## config.mk

```make
export PLATFORM = sky130hd
export DESIGN_NAME = axi_trace_encoder
export DESIGN_NICKNAME = d
export VERILOG_FILES = /design/src/logic/trace_pkg.sv /design/src/logic/axi_link_tap.sv /design/src/logic/axi_trace_encoder.sv /design/src/logic/trace_formatter.sv /design/src/logic/trace_packer.sv
export SDC_FILE = /design/constraint.sdc
export NUM_CORES = 1
export LEC_CHECK = 0
export BUFFER_PORTS_ARGS = -buffer_cell sky130_fd_sc_hd__buf_4
export CELL_PAD_IN_SITES_DETAIL_PLACEMENT = 0
export CELL_PAD_IN_SITES_GLOBAL_PLACEMENT = 2
export CORE_MARGIN = 2
export CORE_UTILIZATION = 35
export DETAILED_ROUTE_END_ITERATION = 12
export HOLD_SLACK_MARGIN = 0.08
export PLACE_DENSITY_LB_ADDON = 0.1
export SYNTH_ARGS = -nofsm -noshare
export SYNTH_HDL_FRONTEND = slang
export SYNTH_SLANG_ARGS = --single-unit
```

## constraint.sdc

```tcl
create_clock -name clk -period 18.1 [get_ports clk]
set_clock_uncertainty 0.2 [all_clocks]
set_input_delay 2.715 -clock clk [delete_from_list [all_inputs] [get_ports clk]]
set_output_delay 2.715 -clock clk [all_outputs]
set_load 0.01 [all_outputs]
```

## src/logic/trace_pkg.sv

```systemverilog
package trace_pkg;

    // ####################################
    // widths that carry a meaning
    // ####################################
    typedef logic [31:0] axi_addr_t;   // byte address seen on the traced link
    typedef logic [31:0] axi_data_t;   // one data word, read or write
    typedef logic [7:0]  axi_id_t;     // transaction id of either direction
    typedef logic [47:0] timestamp_t;  // free running cycle count, wraps after a long while
    typedef logic [15:0] trace_seq_t;  // counts packages, so a lost one shows up downstream
    typedef logic [4:0]  chan_mask_t;  // one bit per channel, ar on top and b at the bottom

    // positions of each channel inside chan_mask_t
    localparam int CH_AR = 4;
    localparam int CH_AW = 3;
    localparam int CH_R  = 2;
    localparam int CH_W  = 1;
    localparam int CH_B  = 0;

    // ####################################
    // channel payloads
    // ####################################

    // ar and aw carry the same fields, so one struct serves both
    typedef struct packed {
        axi_addr_t  addr;
        axi_id_t    id;
        logic [7:0] len;    // beats minus one
        logic [2:0] size;   // bytes per beat as a power of two
        logic [1:0] burst;  // fixed, incr or wrap
    } axi_a_chan_t;         // 53 bits

    typedef struct packed {
        axi_data_t  data;
        logic [3:0] strb;   // one strobe per byte lane
        logic       last;
    } axi_w_chan_t;         // 37 bits

    typedef struct packed {
        axi_data_t  data;
        axi_id_t    id;
        logic [1:0] resp;
        logic       last;
    } axi_r_chan_t;         // 43 bits

    typedef struct packed {
        axi_id_t    id;
        logic [1:0] resp;
    } axi_b_chan_t;         // 10 bits

    // records hold the payload in the low bits and zeros above it
    typedef logic [63:0] a_rec_t;
    typedef logic [63:0] w_rec_t;
    typedef logic [63:0] r_rec_t;
    typedef logic [15:0] b_rec_t;

    // ####################################
    // package layout
    // ####################################
    typedef struct packed {
        timestamp_t timestamp;  // cycle in which the transfers completed
        trace_seq_t seq;        // starts at zero after reset
        chan_mask_t mask;       // which of the records below are meaningful
        logic [2:0] pad;        // always zero, rounds the header up to 72 bits
    } trace_header_t;

    // the header leads, so it leaves in the first beat
    typedef struct packed {
        trace_header_t header;
        a_rec_t        ar;
        a_rec_t        aw;
        r_rec_t        r;
        w_rec_t        w;
        b_rec_t        b;
    } trace_package_t;      // 344 bits

    localparam int TRACE_PKG_WIDTH = $bits(trace_package_t);

    typedef enum logic {
        PK_IDLE,  // link open and waiting for a transfer
        PK_SEND   // a package is leaving and the link is held closed
    } packer_state_t;

endpackage

```

## src/logic/axi_link_tap.sv

```systemverilog
`timescale 1ns/100ps

module axi_link_tap (
    input  logic                   clk,        // only the checks below use the clock
    input  logic                   rst_n,
    // master side, the tap looks like a slave here
    input  trace_pkg::axi_a_chan_t m_ar,
    input  logic                   m_arvalid,
    output logic                   m_arready,
    input  trace_pkg::axi_a_chan_t m_aw,
    input  logic                   m_awvalid,
    output logic                   m_awready,
    input  trace_pkg::axi_w_chan_t m_w,
    input  logic                   m_wvalid,
    output logic                   m_wready,
    output trace_pkg::axi_r_chan_t m_r,
    output logic                   m_rvalid,
    input  logic                   m_rready,
    output trace_pkg::axi_b_chan_t m_b,
    output logic                   m_bvalid,
    input  logic                   m_bready,
    // slave side, the tap looks like a master here
    output trace_pkg::axi_a_chan_t s_ar,
    output logic                   s_arvalid,
    input  logic                   s_arready,
    output trace_pkg::axi_a_chan_t s_aw,
    output logic                   s_awvalid,
    input  logic                   s_awready,
    output trace_pkg::axi_w_chan_t s_w,
    output logic                   s_wvalid,
    input  logic                   s_wready,
    input  trace_pkg::axi_r_chan_t s_r,
    input  logic                   s_rvalid,
    output logic                   s_rready,
    input  trace_pkg::axi_b_chan_t s_b,
    input  logic                   s_bvalid,
    output logic                   s_bready,
    // toward the formatter and packer
    input  logic                   gate_open,  // low while a package is still leaving
    output trace_pkg::chan_mask_t  fire,
    output trace_pkg::axi_a_chan_t ar_pl,
    output trace_pkg::axi_a_chan_t aw_pl,
    output trace_pkg::axi_w_chan_t w_pl,
    output trace_pkg::axi_r_chan_t r_pl,
    output trace_pkg::axi_b_chan_t b_pl
);
    import trace_pkg::*;

    // ####################################
    // request channels run master to slave
    // ####################################
    assign s_ar      = m_ar;
    assign s_arvalid = m_arvalid & gate_open;  // the slave never sees a request while closed
    assign m_arready = s_arready & gate_open;  // and the master never sees it taken
    assign s_aw      = m_aw;
    assign s_awvalid = m_awvalid & gate_open;
    assign m_awready = s_awready & gate_open;
    assign s_w       = m_w;
    assign s_wvalid  = m_wvalid & gate_open;
    assign m_wready  = s_wready & gate_open;

    // response channels run the other way, so the gating mirrors
    assign m_r       = s_r;
    assign m_rvalid  = s_rvalid & gate_open;
    assign s_rready  = m_rready & gate_open;
    assign m_b       = s_b;
    assign m_bvalid  = s_bvalid & gate_open;
    assign s_bready  = m_bready & gate_open;

    // a channel fires on its gated handshake, which both ends agree on
    always_comb begin
        fire[CH_AR] = s_arvalid & s_arready;
        fire[CH_AW] = s_awvalid & s_awready;
        fire[CH_R]  = m_rvalid & m_rready;
        fire[CH_W]  = s_wvalid & s_wready;
        fire[CH_B]  = m_bvalid & m_bready;
    end

    // each record is taken from whoever drives that channel
    assign ar_pl = m_ar;
    assign aw_pl = m_aw;
    assign w_pl  = m_w;
    assign r_pl  = s_r;
    assign b_pl  = s_b;

    // a transfer that completes while the packer is busy would be lost from the trace
    a_no_fire_closed: assert property (@(posedge clk) disable iff (!rst_n)
        !gate_open |-> fire == '0)
        else $error("transfer completed while the link was closed");

endmodule

```

## src/logic/axi_trace_encoder.sv

```systemverilog
`timescale 1ns/100ps

module axi_trace_encoder #(
    parameter int BEAT_WIDTH = 128  // 256 and 512 fit as well
) (
    input  logic                   clk,
    input  logic                   rst_n,
    // ####################################
    // master side
    // ####################################
    input  trace_pkg::axi_a_chan_t m_ar,
    input  logic                   m_arvalid,
    output logic                   m_arready,
    input  trace_pkg::axi_a_chan_t m_aw,
    input  logic                   m_awvalid,
    output logic                   m_awready,
    input  trace_pkg::axi_w_chan_t m_w,
    input  logic                   m_wvalid,
    output logic                   m_wready,
    output trace_pkg::axi_r_chan_t m_r,
    output logic                   m_rvalid,
    input  logic                   m_rready,
    output trace_pkg::axi_b_chan_t m_b,
    output logic                   m_bvalid,
    input  logic                   m_bready,
    // ####################################
    // slave side
    // ####################################
    output trace_pkg::axi_a_chan_t s_ar,
    output logic                   s_arvalid,
    input  logic                   s_arready,
    output trace_pkg::axi_a_chan_t s_aw,
    output logic                   s_awvalid,
    input  logic                   s_awready,
    output trace_pkg::axi_w_chan_t s_w,
    output logic                   s_wvalid,
    input  logic                   s_wready,
    input  trace_pkg::axi_r_chan_t s_r,
    input  logic                   s_rvalid,
    output logic                   s_rready,
    input  trace_pkg::axi_b_chan_t s_b,
    input  logic                   s_bvalid,
    output logic                   s_bready,
    // trace stream, most significant beat first
    output logic [BEAT_WIDTH-1:0]  out_data,
    output logic                   out_valid,
    input  logic                   out_ready,
    output logic                   out_last
);
    import trace_pkg::*;

    logic           gate_open;  // packer lets the link run
    chan_mask_t     fire;       // channels completing a transfer this cycle
    axi_a_chan_t    ar_pl;
    axi_a_chan_t    aw_pl;
    axi_w_chan_t    w_pl;
    axi_r_chan_t    r_pl;
    axi_b_chan_t    b_pl;
    trace_package_t pkg;        // built combinationally in the fire cycle

    // the tap ports share their names with the top level and the wires above
    axi_link_tap u_tap (.*);

    trace_formatter u_fmt (
        .clk   (clk),
        .rst_n (rst_n),
        .fire  (fire),
        .ar_pl (ar_pl),
        .aw_pl (aw_pl),
        .w_pl  (w_pl),
        .r_pl  (r_pl),
        .b_pl  (b_pl),
        .pkg   (pkg)
    );

    trace_packer #(
        .BEAT_WIDTH (BEAT_WIDTH)
    ) u_pack (
        .clk       (clk),
        .rst_n     (rst_n),
        .fire      (fire),
        .pkg       (pkg),
        .gate_open (gate_open),
        .out_data  (out_data),
        .out_valid (out_valid),
        .out_last  (out_last),
        .out_ready (out_ready)
    );

endmodule

```

## src/logic/trace_formatter.sv

```systemverilog
`timescale 1ns/100ps

module trace_formatter (
    input  logic                      clk,
    input  logic                      rst_n,
    input  trace_pkg::chan_mask_t     fire,   // channels whose transfer completes this cycle
    input  trace_pkg::axi_a_chan_t    ar_pl,
    input  trace_pkg::axi_a_chan_t    aw_pl,
    input  trace_pkg::axi_w_chan_t    w_pl,
    input  trace_pkg::axi_r_chan_t    r_pl,
    input  trace_pkg::axi_b_chan_t    b_pl,
    output trace_pkg::trace_package_t pkg     // valid in every cycle where fire is non-zero
);
    import trace_pkg::*;

    timestamp_t ts_q;   // counts every cycle since reset
    trace_seq_t seq_q;  // number of packages already handed to the packer

    // ####################################
    // header counters
    // ####################################
    always_ff @(posedge clk or negedge rst_n) begin
        if (!rst_n) begin
            ts_q  <= '0;
            seq_q <= '0;
        end else begin
            ts_q <= ts_q + 1'b1;
            // the packer takes every fire cycle, so each one is a package
            if (|fire) begin
                seq_q <= seq_q + 1'b1;
            end
        end
    end

    // ####################################
    // package assembly
    // ####################################
    always_comb begin
        pkg = '0;  // records of quiet channels stay zero

        // the header shows the count before this package bumps it
        pkg.header.timestamp = ts_q;
        pkg.header.seq       = seq_q;
        pkg.header.mask      = fire;

        // the casts widen with zeros, which right aligns the payload in its record
        if (fire[CH_AR]) begin
            pkg.ar = a_rec_t'(ar_pl);
        end
        if (fire[CH_AW]) begin
            pkg.aw = a_rec_t'(aw_pl);
        end
        if (fire[CH_R]) begin
            pkg.r = r_rec_t'(r_pl);
        end
        if (fire[CH_W]) begin
            pkg.w = w_rec_t'(w_pl);
        end
        if (fire[CH_B]) begin
            pkg.b = b_rec_t'(b_pl);
        end
    end

    // a gap or a repeat in seq would make downstream think packages went missing
    a_seq_steps_on_fire: assert property (@(posedge clk) disable iff (!rst_n)
        !$stable(seq_q) |-> $past(|fire) && seq_q == $past(seq_q) + 1'b1)
        else $error("seq moved without a fire cycle before it");

endmodule

```

## src/logic/trace_packer.sv

```systemverilog
`timescale 1ns/100ps

module trace_packer #(
    parameter int BEAT_WIDTH = 128  // width of one beat on the trace stream
) (
    input  logic                      clk,
    input  logic                      rst_n,
    input  trace_pkg::chan_mask_t     fire,
    input  trace_pkg::trace_package_t pkg,
    output logic                      gate_open,  // high only while nothing is left to send
    output logic [BEAT_WIDTH-1:0]     out_data,
    output logic                      out_valid,
    output logic                      out_last,
    input  logic                      out_ready
);
    import trace_pkg::*;

    // the package is zero padded at the top to a whole number of beats
    localparam int NUM_BEATS = (TRACE_PKG_WIDTH + BEAT_WIDTH - 1) / BEAT_WIDTH;
    localparam int CNT_W     = $clog2(NUM_BEATS + 1);  // must hold NUM_BEATS itself

    typedef logic [NUM_BEATS*BEAT_WIDTH-1:0] flat_pkg_t;
    typedef logic [CNT_W-1:0]                beat_cnt_t;

    packer_state_t                        state_q;
    beat_cnt_t                            beat_cnt_q;  // beats still to send, the current one included
    logic [NUM_BEATS-1:0][BEAT_WIDTH-1:0] beats_q;     // captured package, beat 0 at the bottom
    logic                                 pkg_take;    // a new package is captured at the next edge
    logic                                 beat_take;   // the consumer takes the current beat

    assign pkg_take  = (state_q == PK_IDLE) && (|fire);
    assign beat_take = out_valid && out_ready;

    // ####################################
    // control
    // ####################################
    always_ff @(posedge clk or negedge rst_n) begin
        if (!rst_n) begin
            state_q    <= PK_IDLE;
            beat_cnt_q <= '0;
        end else begin
            case (state_q)
                PK_IDLE: begin
                    if (pkg_take) begin
                        state_q    <= PK_SEND;
                        beat_cnt_q <= beat_cnt_t'(NUM_BEATS);  // top beat goes first
                    end
                end
                PK_SEND: begin
                    if (beat_take) begin
                        beat_cnt_q <= beat_cnt_q - 1'b1;
                        // the final beat is gone, so the link may run again next cycle
                        if (beat_cnt_q == beat_cnt_t'(1)) begin
                            state_q <= PK_IDLE;
                        end
                    end
                end
                default: begin
                    state_q <= PK_IDLE;
                end
            endcase
        end
    end

    // ####################################
    // package register
    // ####################################

    // the gate is shut from this edge on, so the register holds until all beats left
    always_ff @(posedge clk) begin
        if (pkg_take) begin
            beats_q <= flat_pkg_t'(pkg);  // widening puts the pad zeros above the header
        end
    end

    // ####################################
    // outputs
    // ####################################
    assign gate_open = (state_q == PK_IDLE);
    assign out_valid = (state_q == PK_SEND);
    assign out_last  = out_valid && (beat_cnt_q == beat_cnt_t'(1));

    // counter value n selects beat n-1, so the most significant beat leaves first
    assign out_data = out_valid ? beats_q[beat_cnt_q - 1'b1] : '0;

    // a stalled beat must stay put until the consumer takes it
    a_stall_stable: assert property (@(posedge clk) disable iff (!rst_n)
        out_valid && !out_ready |=> out_valid && $stable(out_data) && $stable(out_last))
        else $error("trace beat changed while stalled");

    // last marks the final beat of a package, so the link reopens right after it and only then
    a_last_on_final: assert property (@(posedge clk) disable iff (!rst_n)
        beat_take |=> gate_open == $past(out_last))
        else $error("link reopened on a beat other than the last one");

    // the top beat of a captured package is presented in the very next cycle
    a_valid_in_send: assert property (@(posedge clk) disable iff (!rst_n)
        pkg_take |=> out_valid && beat_cnt_q == beat_cnt_t'(NUM_BEATS))
        else $error("first beat not presented after the package was captured");

endmodule

```

# Word-level counts from Yosys, hierarchy flattened
# Index checks and enable logic that the tools add are counted.
# Widths: inputs -> output; s select.
# classes
n_addsub,3
n_mux,10
eq_ne,3
magnitude_cmp,1
n_reduce_logical,5
bitwise_logic,16
# op_table
operator,n
$bmux 128 s2,1
$mux 128,2
$add 48x1->48 const B,1
$add 16x1->16 const B,1
$and 1x1->1,15
$reduce_or 5->1,1
$mux 2,2
$pmux 2 s2,1
$logic_and 1x1->1,3
$lt 2x3->1 const B,1
$mux 1,3
$eq 2x1->1 const B,1
$ne 2x1->1 const B,1
$ne 2x2->1 const B,1
$pmux 1 s2,1
$reduce_and 2->1,1
$sub 2x1->2 const B,1
$not 1->1,1
# totals
output_inout_bits,336
reg_bits,408
input_bits,209
wordCells,51

# Depth between registers and ports, before layout
# Gate-level depths: netlist of run 1.
# logic_depth
depth_word,7
depth_mapped,9
ltp_nobuf,6

# Modules after synthesis
# From an unflattened synthesis of run 1, not the netlist that was laid out.
# unflattened
hier_cells,1743
area_unflattened_um2,21151.5
# modules_own_cells
mod,area_per_inst_um2,seq_area_each_um2,n_inst,cells_each
trace_packer,13133.8,10405.0,1,756
trace_formatter,4956.0,1601.5,1,579
axi_link_tap,3061.7,0.0,1,408

# Least setup slack after synthesis of run 1
# OpenSTA, ideal clock, no wires.
# synth_path
path_kind,input-to-reg
startpoint,in s_awready
endpoint,reg u_fmt.seq_q[7]
setup_slack_ns,6.354
arrival_ns,11.428
t_required_ns,17.782
setup_time_ns,0.118
path_stages,5
path_buffers,1
path_cell_list,a22oi_1 > a31oi_1 > clkbuf_1 > nand4_1 > xnor2_1
# synth_between
elab_chain_cells,2
# synth_lines
item,line,rtl
"start, declared",axi_trace_encoder.sv:34,"input logic s_awready,"
$and 1x1->1,axi_link_tap.sv:73,fire[CH_AW] = s_awvalid & s_awready;
$reduce_or 5->1,trace_formatter.sv:29,if (|fire) begin
"end signal, assigned",trace_formatter.sv:30,seq_q <= seq_q + 1'b1;
"end, declared",trace_formatter.sv:17,trace_seq_t seq_q;
# Every way passes these cells.
# A chain may end at the register's enable or synchronous reset.

# Worst setup path after layout of run 1
# layout_path
startpoint,reg u_pack.beat_cnt_q[0]
endpoint,out out_data[61]
# layout_between
elab_chain_cells,4
# layout_lines
item,line,rtl
"start, declared",trace_packer.sv:26,beat_cnt_t beat_cnt_q;
"start signal, assigned",trace_packer.sv:46,beat_cnt_q <= beat_cnt_t'(NUM_BEATS);
"start signal, assigned",trace_packer.sv:51,beat_cnt_q <= beat_cnt_q - 1'b1;
$sub 2x1->2,trace_packer.sv:84,assign out_data = out_valid ? beats_q[beat_cnt_q - 1'b1] : '0;
$bmux 128 s2,trace_packer.sv:84,
$mux 128 (implied by the code),trace_packer.sv:84,
$mux 128,trace_packer.sv:84,
"end, declared",axi_trace_encoder.sv:45,"output logic [BEAT_WIDTH-1:0] out_data,"
# Every way passes these cells. The select of a mux whose other input is x is not followed.

==> flow_metrics.py, run 1 <==
metrics = {
    "outcome": {
        "status": "complete, no violations",
    },
    "finish": {
        "fin_nets": 1828,
        "area_delta_synth_final_pct": 27.4,
        "stdcell_area_um2": 20400,
        "antennaDiodeCount": 0,
        "stdcell_count": 2245,
        "drive_above_1_share_pct": 37.9,
    },
    "cts": {
        "cts_setup_buffers": 0,
        "cts_buffers": 40,
        "clockBufferDepth": 3,
        "cts.sinks": 332,
        "cts_max_level": 2,
        "holdBufCountCts": 0,
        "clk_latency_ns": 0.54,
        "clkTransAtPathRegs_ns": 0.06,
        "cts_resized": 0,
        "cts_tree": "done",
        "cts_root_buf": "clkbuf_16",
    },
    "timing": {
        "fin_crit_sh_pct": 38.4,
        "min_period_ns": 6.95,
        "maxSlewViolCount": 0,
        "final.setup.tns_ns": 0,
        "hold_viol_final": 0,
        "rsz0062_at_grt": "false",
        "max_freq_mhz": 144,
        "worstMarginPinSlew_ns": 1.09,
        "finalSetupViolations": 0,
        "slew_headroom_pct": 27.3,
    },
    "worst_setup_path": {
        "arrival_ns": 4.03,
        "r2r.worst_path.cells": 5,
        "rrSetupSlack_ns": 14.24,
        "rr_endpoint": "u_fmt.seq_q[1]",
        "worstSetupEndpoint": "out_data[61]",
        "crit_type": "reg -> out",
        "path_max_fanout": 49,
        "r2r-start": "u_pack.out_valid",
        "cp-end-kind": "output pin",
        "cp-start-kind": "flop",
        "startpoint": "u_pack.beat_cnt_q[0]",
        "critical_path_required_ns": 15.19,
    },
    "power": {
        "seq_power_share_pct": 36.2,
        "p_sw_share_pct": 34.4,
        "clkPwrFrac_pct": 26.4,
        "vdd_ir_drop_max_mv": 0.0723,
        "power_density_nw_per_um2": 147,
        "p_switching_mw": 1.03,
        "leakage_nw": 9.39,
        "combPwrFrac_pct": 37.4,
        "p_int_mw": 1.97,
    },
    "synthesis": {
        "syn_area_um2": 16000,
        "synthTopCellsByArea": "edfxtp_1 50%, dfrtp_1 10%, buf_4 9.5%",
        "yosysWarnings": 0,
        "syn_avg_cell_area_um2": 12.2,
        "synth_flop_cell": "edfxtp_1",
        "async_flop_share_pct": 20.2,
        "synth-edff-count": 265,
        "synth_seq_cells": 332,
        "yosysTopAreaCell": "edfxtp_1",
        "syn_inst": 1311,
        "synth_top_area_share_pct": 49.7,
        "ys_seq_area_share_pct": 60.2,
        "synth.distinct_cells": 36,
    },
    "global_routing": {
        "grt_max_degree": 191,
        "grt-ovfl-total": 0,
        "gr-usage-all-layers_pct": 20.7,
        "antenna_found_initial": 0,
        "grt_pass1_wl_um": 73000,
        "gr-usage-met3_pct": 3.21,
        "grt_pass1_vias": 10900,
        "met1_usage_pct": 27.8,
        "busiest_layer": "met2",
        "grtUsageMet2_pct": 35.0,
    },
    "placed_design": {
        "placed_cell_area_um2": 19100,
        "dp_cells": 2174,
        "dp_hpwl_um": 34700,
        "gp_congestion": 0.757,
        "port-buffer-count": 538,
    },
    "floorplanning": {
        "core.rowCount": 78,
        "die_w_um": 218,
        "dieArea_um2": 47500,
        "fp.coreArea_um2": 45300,
        "die_y_um": 218,
        "initial_core_util_pct": 35.4,
        "io_pins": 545,
    },
    "drt": {
        "routed_wirelength_um": 50900,
        "via_per_inst": 4.90,
        "ant_nets": 0,
        "dr.pass1.iters": 4,
        "vias": 11000,
        "drt_iter0_markers": 632,
        "post_drt_wl_per_cell_um": 22.7,
        "drc": 0,
    },
    "run": {
        "max_cap_viol_count": 0,
    },
    "hold_path": {
        "hold_class": "reg -> reg",
    },
}
## worst max-delay path: stages, from the launching register on
cell and delay (ns):
dfrtp_4 1.02, ha_2 0.73, buf_4 0.43, and3_1 0.89, a22o_1 0.26, buf_4 0.14
## sequential cells by signal, indices dropped and copies added (netlist names)
register	flops
u_fmt.ts_q	48
u_pack.out_valid	1
u_pack.beats_q	265
u_pack.beat_cnt_q	2
u_fmt.seq_q	16
## synthesized netlist by cell type, drive strengths merged (13+ instances only)
master    n
a22o     54
nand4    20
buf     214
mux2i    48
nand3    22
nor4     15
dfrtp    67
o21ai    42
and2     75
edfxtp  265
xnor2    24
nand2    68
xor2     37
nor3     13
nor2     20
clkbuf   78
and3    209
## cells in the final DEF, fill, tap and decap left out, drive strengths merged, types with 10 or more instances in the layout
cell type,netlist,layout
nand3,22,22
and3,209,209
buf,214,550
a22o,54,54
nor4,15,15
nand2,68,68
xor2,37,37
nor2b,10,10
and2,75,75
o21ai,42,42
xnor2,24,24
nor2,20,20
nand4,20,20
clkinv,0,14
dfrtp,67,67
mux2i,48,48
edfxtp,265,265
nor3,13,13
clkbuf,78,53
## cells by family after synthesis
group / after synthesis / share of synthesized area [%]
AND/OR/NAND/NOR: 467 / 16.9
buffers and inverters: 297 / 11.7
adder cells (fa/ha/maj): 3 / 0.234
XOR/XNOR: 61 / 3.38
other: 1 / 0.0234
multiplexers: 49 / 3.07
AO/OA/AOI/OAI: 101 / 4.46
flip-flops: 332 / 60.2
## worst min path at each step
stage | end | slack [ns] | start | depth (start not counted)
after floorplan | u_pack.beats_q[326] | 0.22 | u_fmt.ts_q[30] | 0
after global placement | u_pack.beats_q[295] | 0.25 | u_fmt.seq_q[15] | 0
after detailed placement | u_fmt.seq_q[15] | 0.26 | u_fmt.seq_q[15] | 1
after CTS | u_fmt.ts_q[47] | 0.27 | u_fmt.ts_q[47] | 1
after global routing | u_pack.beats_q[295] | 0.29 | u_fmt.seq_q[15] | 0
final | u_fmt.ts_q[47] | 0.27 | u_fmt.ts_q[47] | 1
## through the flow
stage | power (mW) | util, % | setup slack (ns) | hold WS [ns]
5_1_grt | 3.16 | 45.0 | 10.83 | 0.290
4_1_cts | 3.06 | 45.0 | 10.97 | 0.270
3_5_place_dp | 2.25 | 42.2 | 11.28 | 0.261
6_report | 3.00 | 45.0 | 11.15 | 0.270
3_3_place_gp | 2.25 | 42.2 | 11.28 | 0.251
2_1_floorplan | 1.71 | - | 6.35 | 0.223
## layout make-up
class | instances | area, µm²
Clock buffer | 53 | 1120
Clock inverter | 18 | 161
Fill cell | 4278 | 24900
Inverter | 5 | 18.8
Multi-Input combinational cell | 687 | 4570
Sequential cell | 332 | 9640
Tap cell | 600 | 751
Timing Repair Buffer | 550 | 4140
## layer usage
layer,wire [µm],part of all wire (%)
met3,2480,4.9
met5,0,0
met4,834,1.6
met1,22000,43
met2,25600,50
## power by group through the flow
stage	clock [mW]	sequential, mW	combinational [mW]
floorplan	0	1.10	0.609
global route	0.844	1.10	1.22
detailed placement	0	1.10	1.15
finish	0.791	1.09	1.12
global placement	0	1.10	1.15
CTS	0.816	1.09	1.15
Note: power is estimated with default switching activity, not from simulation.
==> run 2, diff against run 1 <==
--- a/config.mk
+++ b/config.mk
@@ -9,7 +9,7 @@
 export CELL_PAD_IN_SITES_DETAIL_PLACEMENT = 0
 export CELL_PAD_IN_SITES_GLOBAL_PLACEMENT = 2
 export CORE_MARGIN = 2
-export CORE_UTILIZATION = 35
+export CORE_UTILIZATION = 29
 export DETAILED_ROUTE_END_ITERATION = 12
 export HOLD_SLACK_MARGIN = 0.08
 export PLACE_DENSITY_LB_ADDON = 0.1
==> constraint.sdc (replaced) <==
create_clock -name clk -period 5.95 [get_ports clk]
set_clock_uncertainty 0.2 [all_clocks]
set_input_delay 0.8925 -clock clk [delete_from_list [all_inputs] [get_ports clk]]
set_output_delay 0.8925 -clock clk [all_outputs]
set_load 0.01 [all_outputs]
==> flow_metrics.py, run 2 (same netlist as run 1, synthesis figures left out) <==
metrics = {
    "drt": {
        "post_drt_wl_per_cell_um": 22.7,
        "routed_wirelength_um": 53500,
        "drt_iter0_markers": 626,
        "drc": 0,
        "via_per_inst": 4.69,
        "ant_nets": 0,
        "vias": 11100,
        "dr.pass1.iters": 5,
    },
    "floorplanning": {
        "core.rowCount": 86,
        "initial_core_util_pct": 29.2,
        "die_y_um": 239,
        "io_pins": 545,
        "fp.coreArea_um2": 54900,
        "die_w_um": 239,
        "dieArea_um2": 57100,
    },
    "run": {
        "max_cap_viol_count": 0,
    },
    "cts": {
        "cts_setup_buffers": 0,
        "cts_max_level": 2,
        "clk_latency_ns": 0.56,
        "cts_tree": "done",
        "cts_resized": 0,
        "clockBufferDepth": 3,
        "cts.sinks": 332,
        "clkTransAtPathRegs_ns": 0.06,
        "cts_buffers": 41,
        "cts_root_buf": "clkbuf_16",
        "holdBufCountCts": 0,
    },
    "worst_setup_path": {
        "crit_type": "reg -> out",
        "rr_endpoint": "u_pack.beats_q[182]",
        "startpoint": "u_pack.beat_cnt_q[0]",
        "cp-start-kind": "flop",
        "r2r-start": "u_pack.out_valid",
        "crit_path_cell_trace": "ha_2 -> buf_4 -> and3_1 -> a22o_1 -> buf_4",
        "critical_path_required_ns": 4.86,
        "path_max_fanout": 35,
        "crit_path_max_incr_delay_ns": 0.87,
        "worstSetupPathDepth": 5,
        "r2r.worst_path.cells": 3,
        "rrSetupSlack_ns": 3.04,
        "cp-end-kind": "output pin",
        "worstSetupEndpoint": "out_data[61]",
        "arrival_ns": 3.38,
        "cp_top_family": "simple AND/OR/NAND/NOR gates",
        "critPathBufInv": 2,
        "crit_top_cell": "buf_4",
        "worst_path_max_delay_cell": "and3_1",
    },
    "placed_design": {
        "gp_congestion": 0.775,
        "port-buffer-count": 538,
        "dp_hpwl_um": 37300,
    },
    "timing": {
        "maxSlewViolCount": 0,
        "worstMarginPinSlew_ns": 0.983,
        "rsz0062_at_grt": "false",
        "slew_headroom_pct": 34.5,
        "final.setup.tns_ns": 0,
        "max_freq_mhz": 223,
        "hold_viol_final": 0,
        "whs_ns": 0.260,
        "fin_crit_sh_pct": 75.2,
        "min_period_ns": 4.47,
        "finalSetupViolations": 0,
    },
    "power": {
        "total_power_mw": 9.23,
        "vdd_ir_drop_max_mv": 0.227,
        "leakage_nw": 9.44,
        "power_density_nw_per_um2": 448,
    },
    "finish": {
        "seqCellArea_um2": 9640,
        "final_cell_mix": "551 x buf_4, 265 x edfxtp_1, 209 x and3_1",
        "drive_above_1_share_pct": 38.0,
        "fillCellCount": 5428,
        "mostFrequentLayoutCell": "buf_4",
        "fin_nets": 1832,
        "regMostFlops": "u_pack.beats_q",
        "area_delta_synth_final_pct": 28.8,
        "multi_input_area_um2": 4570,
        "largest_reg_flops": 265,
        "reg_top3": "u_pack.beats_q (265), u_fmt.ts_q (48), u_fmt.seq_q (16)",
    },
    "hold_path": {
        "hold_class": "in -> async",
    },
    "global_routing": {
        "grt_max_degree": 102,
        "grt_pass1_vias": 11300,
        "grt-ovfl-total": 0,
        "gr-usage-all-layers_pct": 18.2,
        "grt_pass1_wl_um": 76800,
        "antenna_found_initial": 4,
    },
    "outcome": {
        "status": "complete, no violations",
    },
}
## run 2: cell count changes in the layout (fill, tap and decap cells not counted), sizes merged
cell	previous run	this run
clkinvlp	1	0
clkinv	14	9
inv	5	7
clkbuf	53	60
buf	550	553
diode	0	1
## run 2: area by class of cell
type | instances | area share (%)
well taps | 704 | 4.27
clock inverters | 14 | 0.722
inverters | 5 | 0.0910
repair buffers | 553 | 20.2
diodes | 1 | 0.0121
clock buffers | 60 | 5.77
flip-flops and latches | 332 | 46.7
multi-input cells | 687 | 22.2
## run 2: report_power, final
group,internal [mW],switching (mW)
Combinational,1.50,1.99
Clock,1.51,0.991
Sequential,3.05,0.189
Total,6.07,3.16
## run 2: how the worst min path moves through the flow
stage,slack (ns),depth (start not counted),endpoint
after global placement,0.25,1,u_fmt.ts_q[47]
after floorplan,0.22,0,u_pack.beats_q[326]
after global routing,0.29,1,u_fmt.ts_q[47]
final,0.26,1,u_fmt.ts_q[33]
after detailed placement,0.26,1,u_fmt.ts_q[47]
after CTS,0.27,1,u_fmt.ts_q[47]
## run 2: stage by stage
| stage | setup slack [ns] | area (µm²) | util, % | std cells |
|---|---|---|---|---|
| 2_1_floorplan | 0.280 | 16000 | - | 1316 |
| 3_3_place_gp | 2.02 | 19300 | 35.1 | 2281 |
| 3_5_place_dp | 1.97 | 19300 | 35.1 | 2281 |
| 4_1_cts | 1.35 | 20600 | 37.6 | 2355 |
| 5_1_grt | 1.22 | 20600 | 37.6 | 2355 |
| 6_report | 1.48 | 20600 | 37.6 | 2356 |
## run 2: metal layers
metal	part of all wire (%)	vias up	GRT usage (%)	routed length, µm
li1	-	5149	-	-
met1	43	5487	23.3	22800
met2	50	352	31.1	26700
met3	5.1	68	3.46	2740
met4	2.3	0	5.30	1250
met5	0	-	0	0
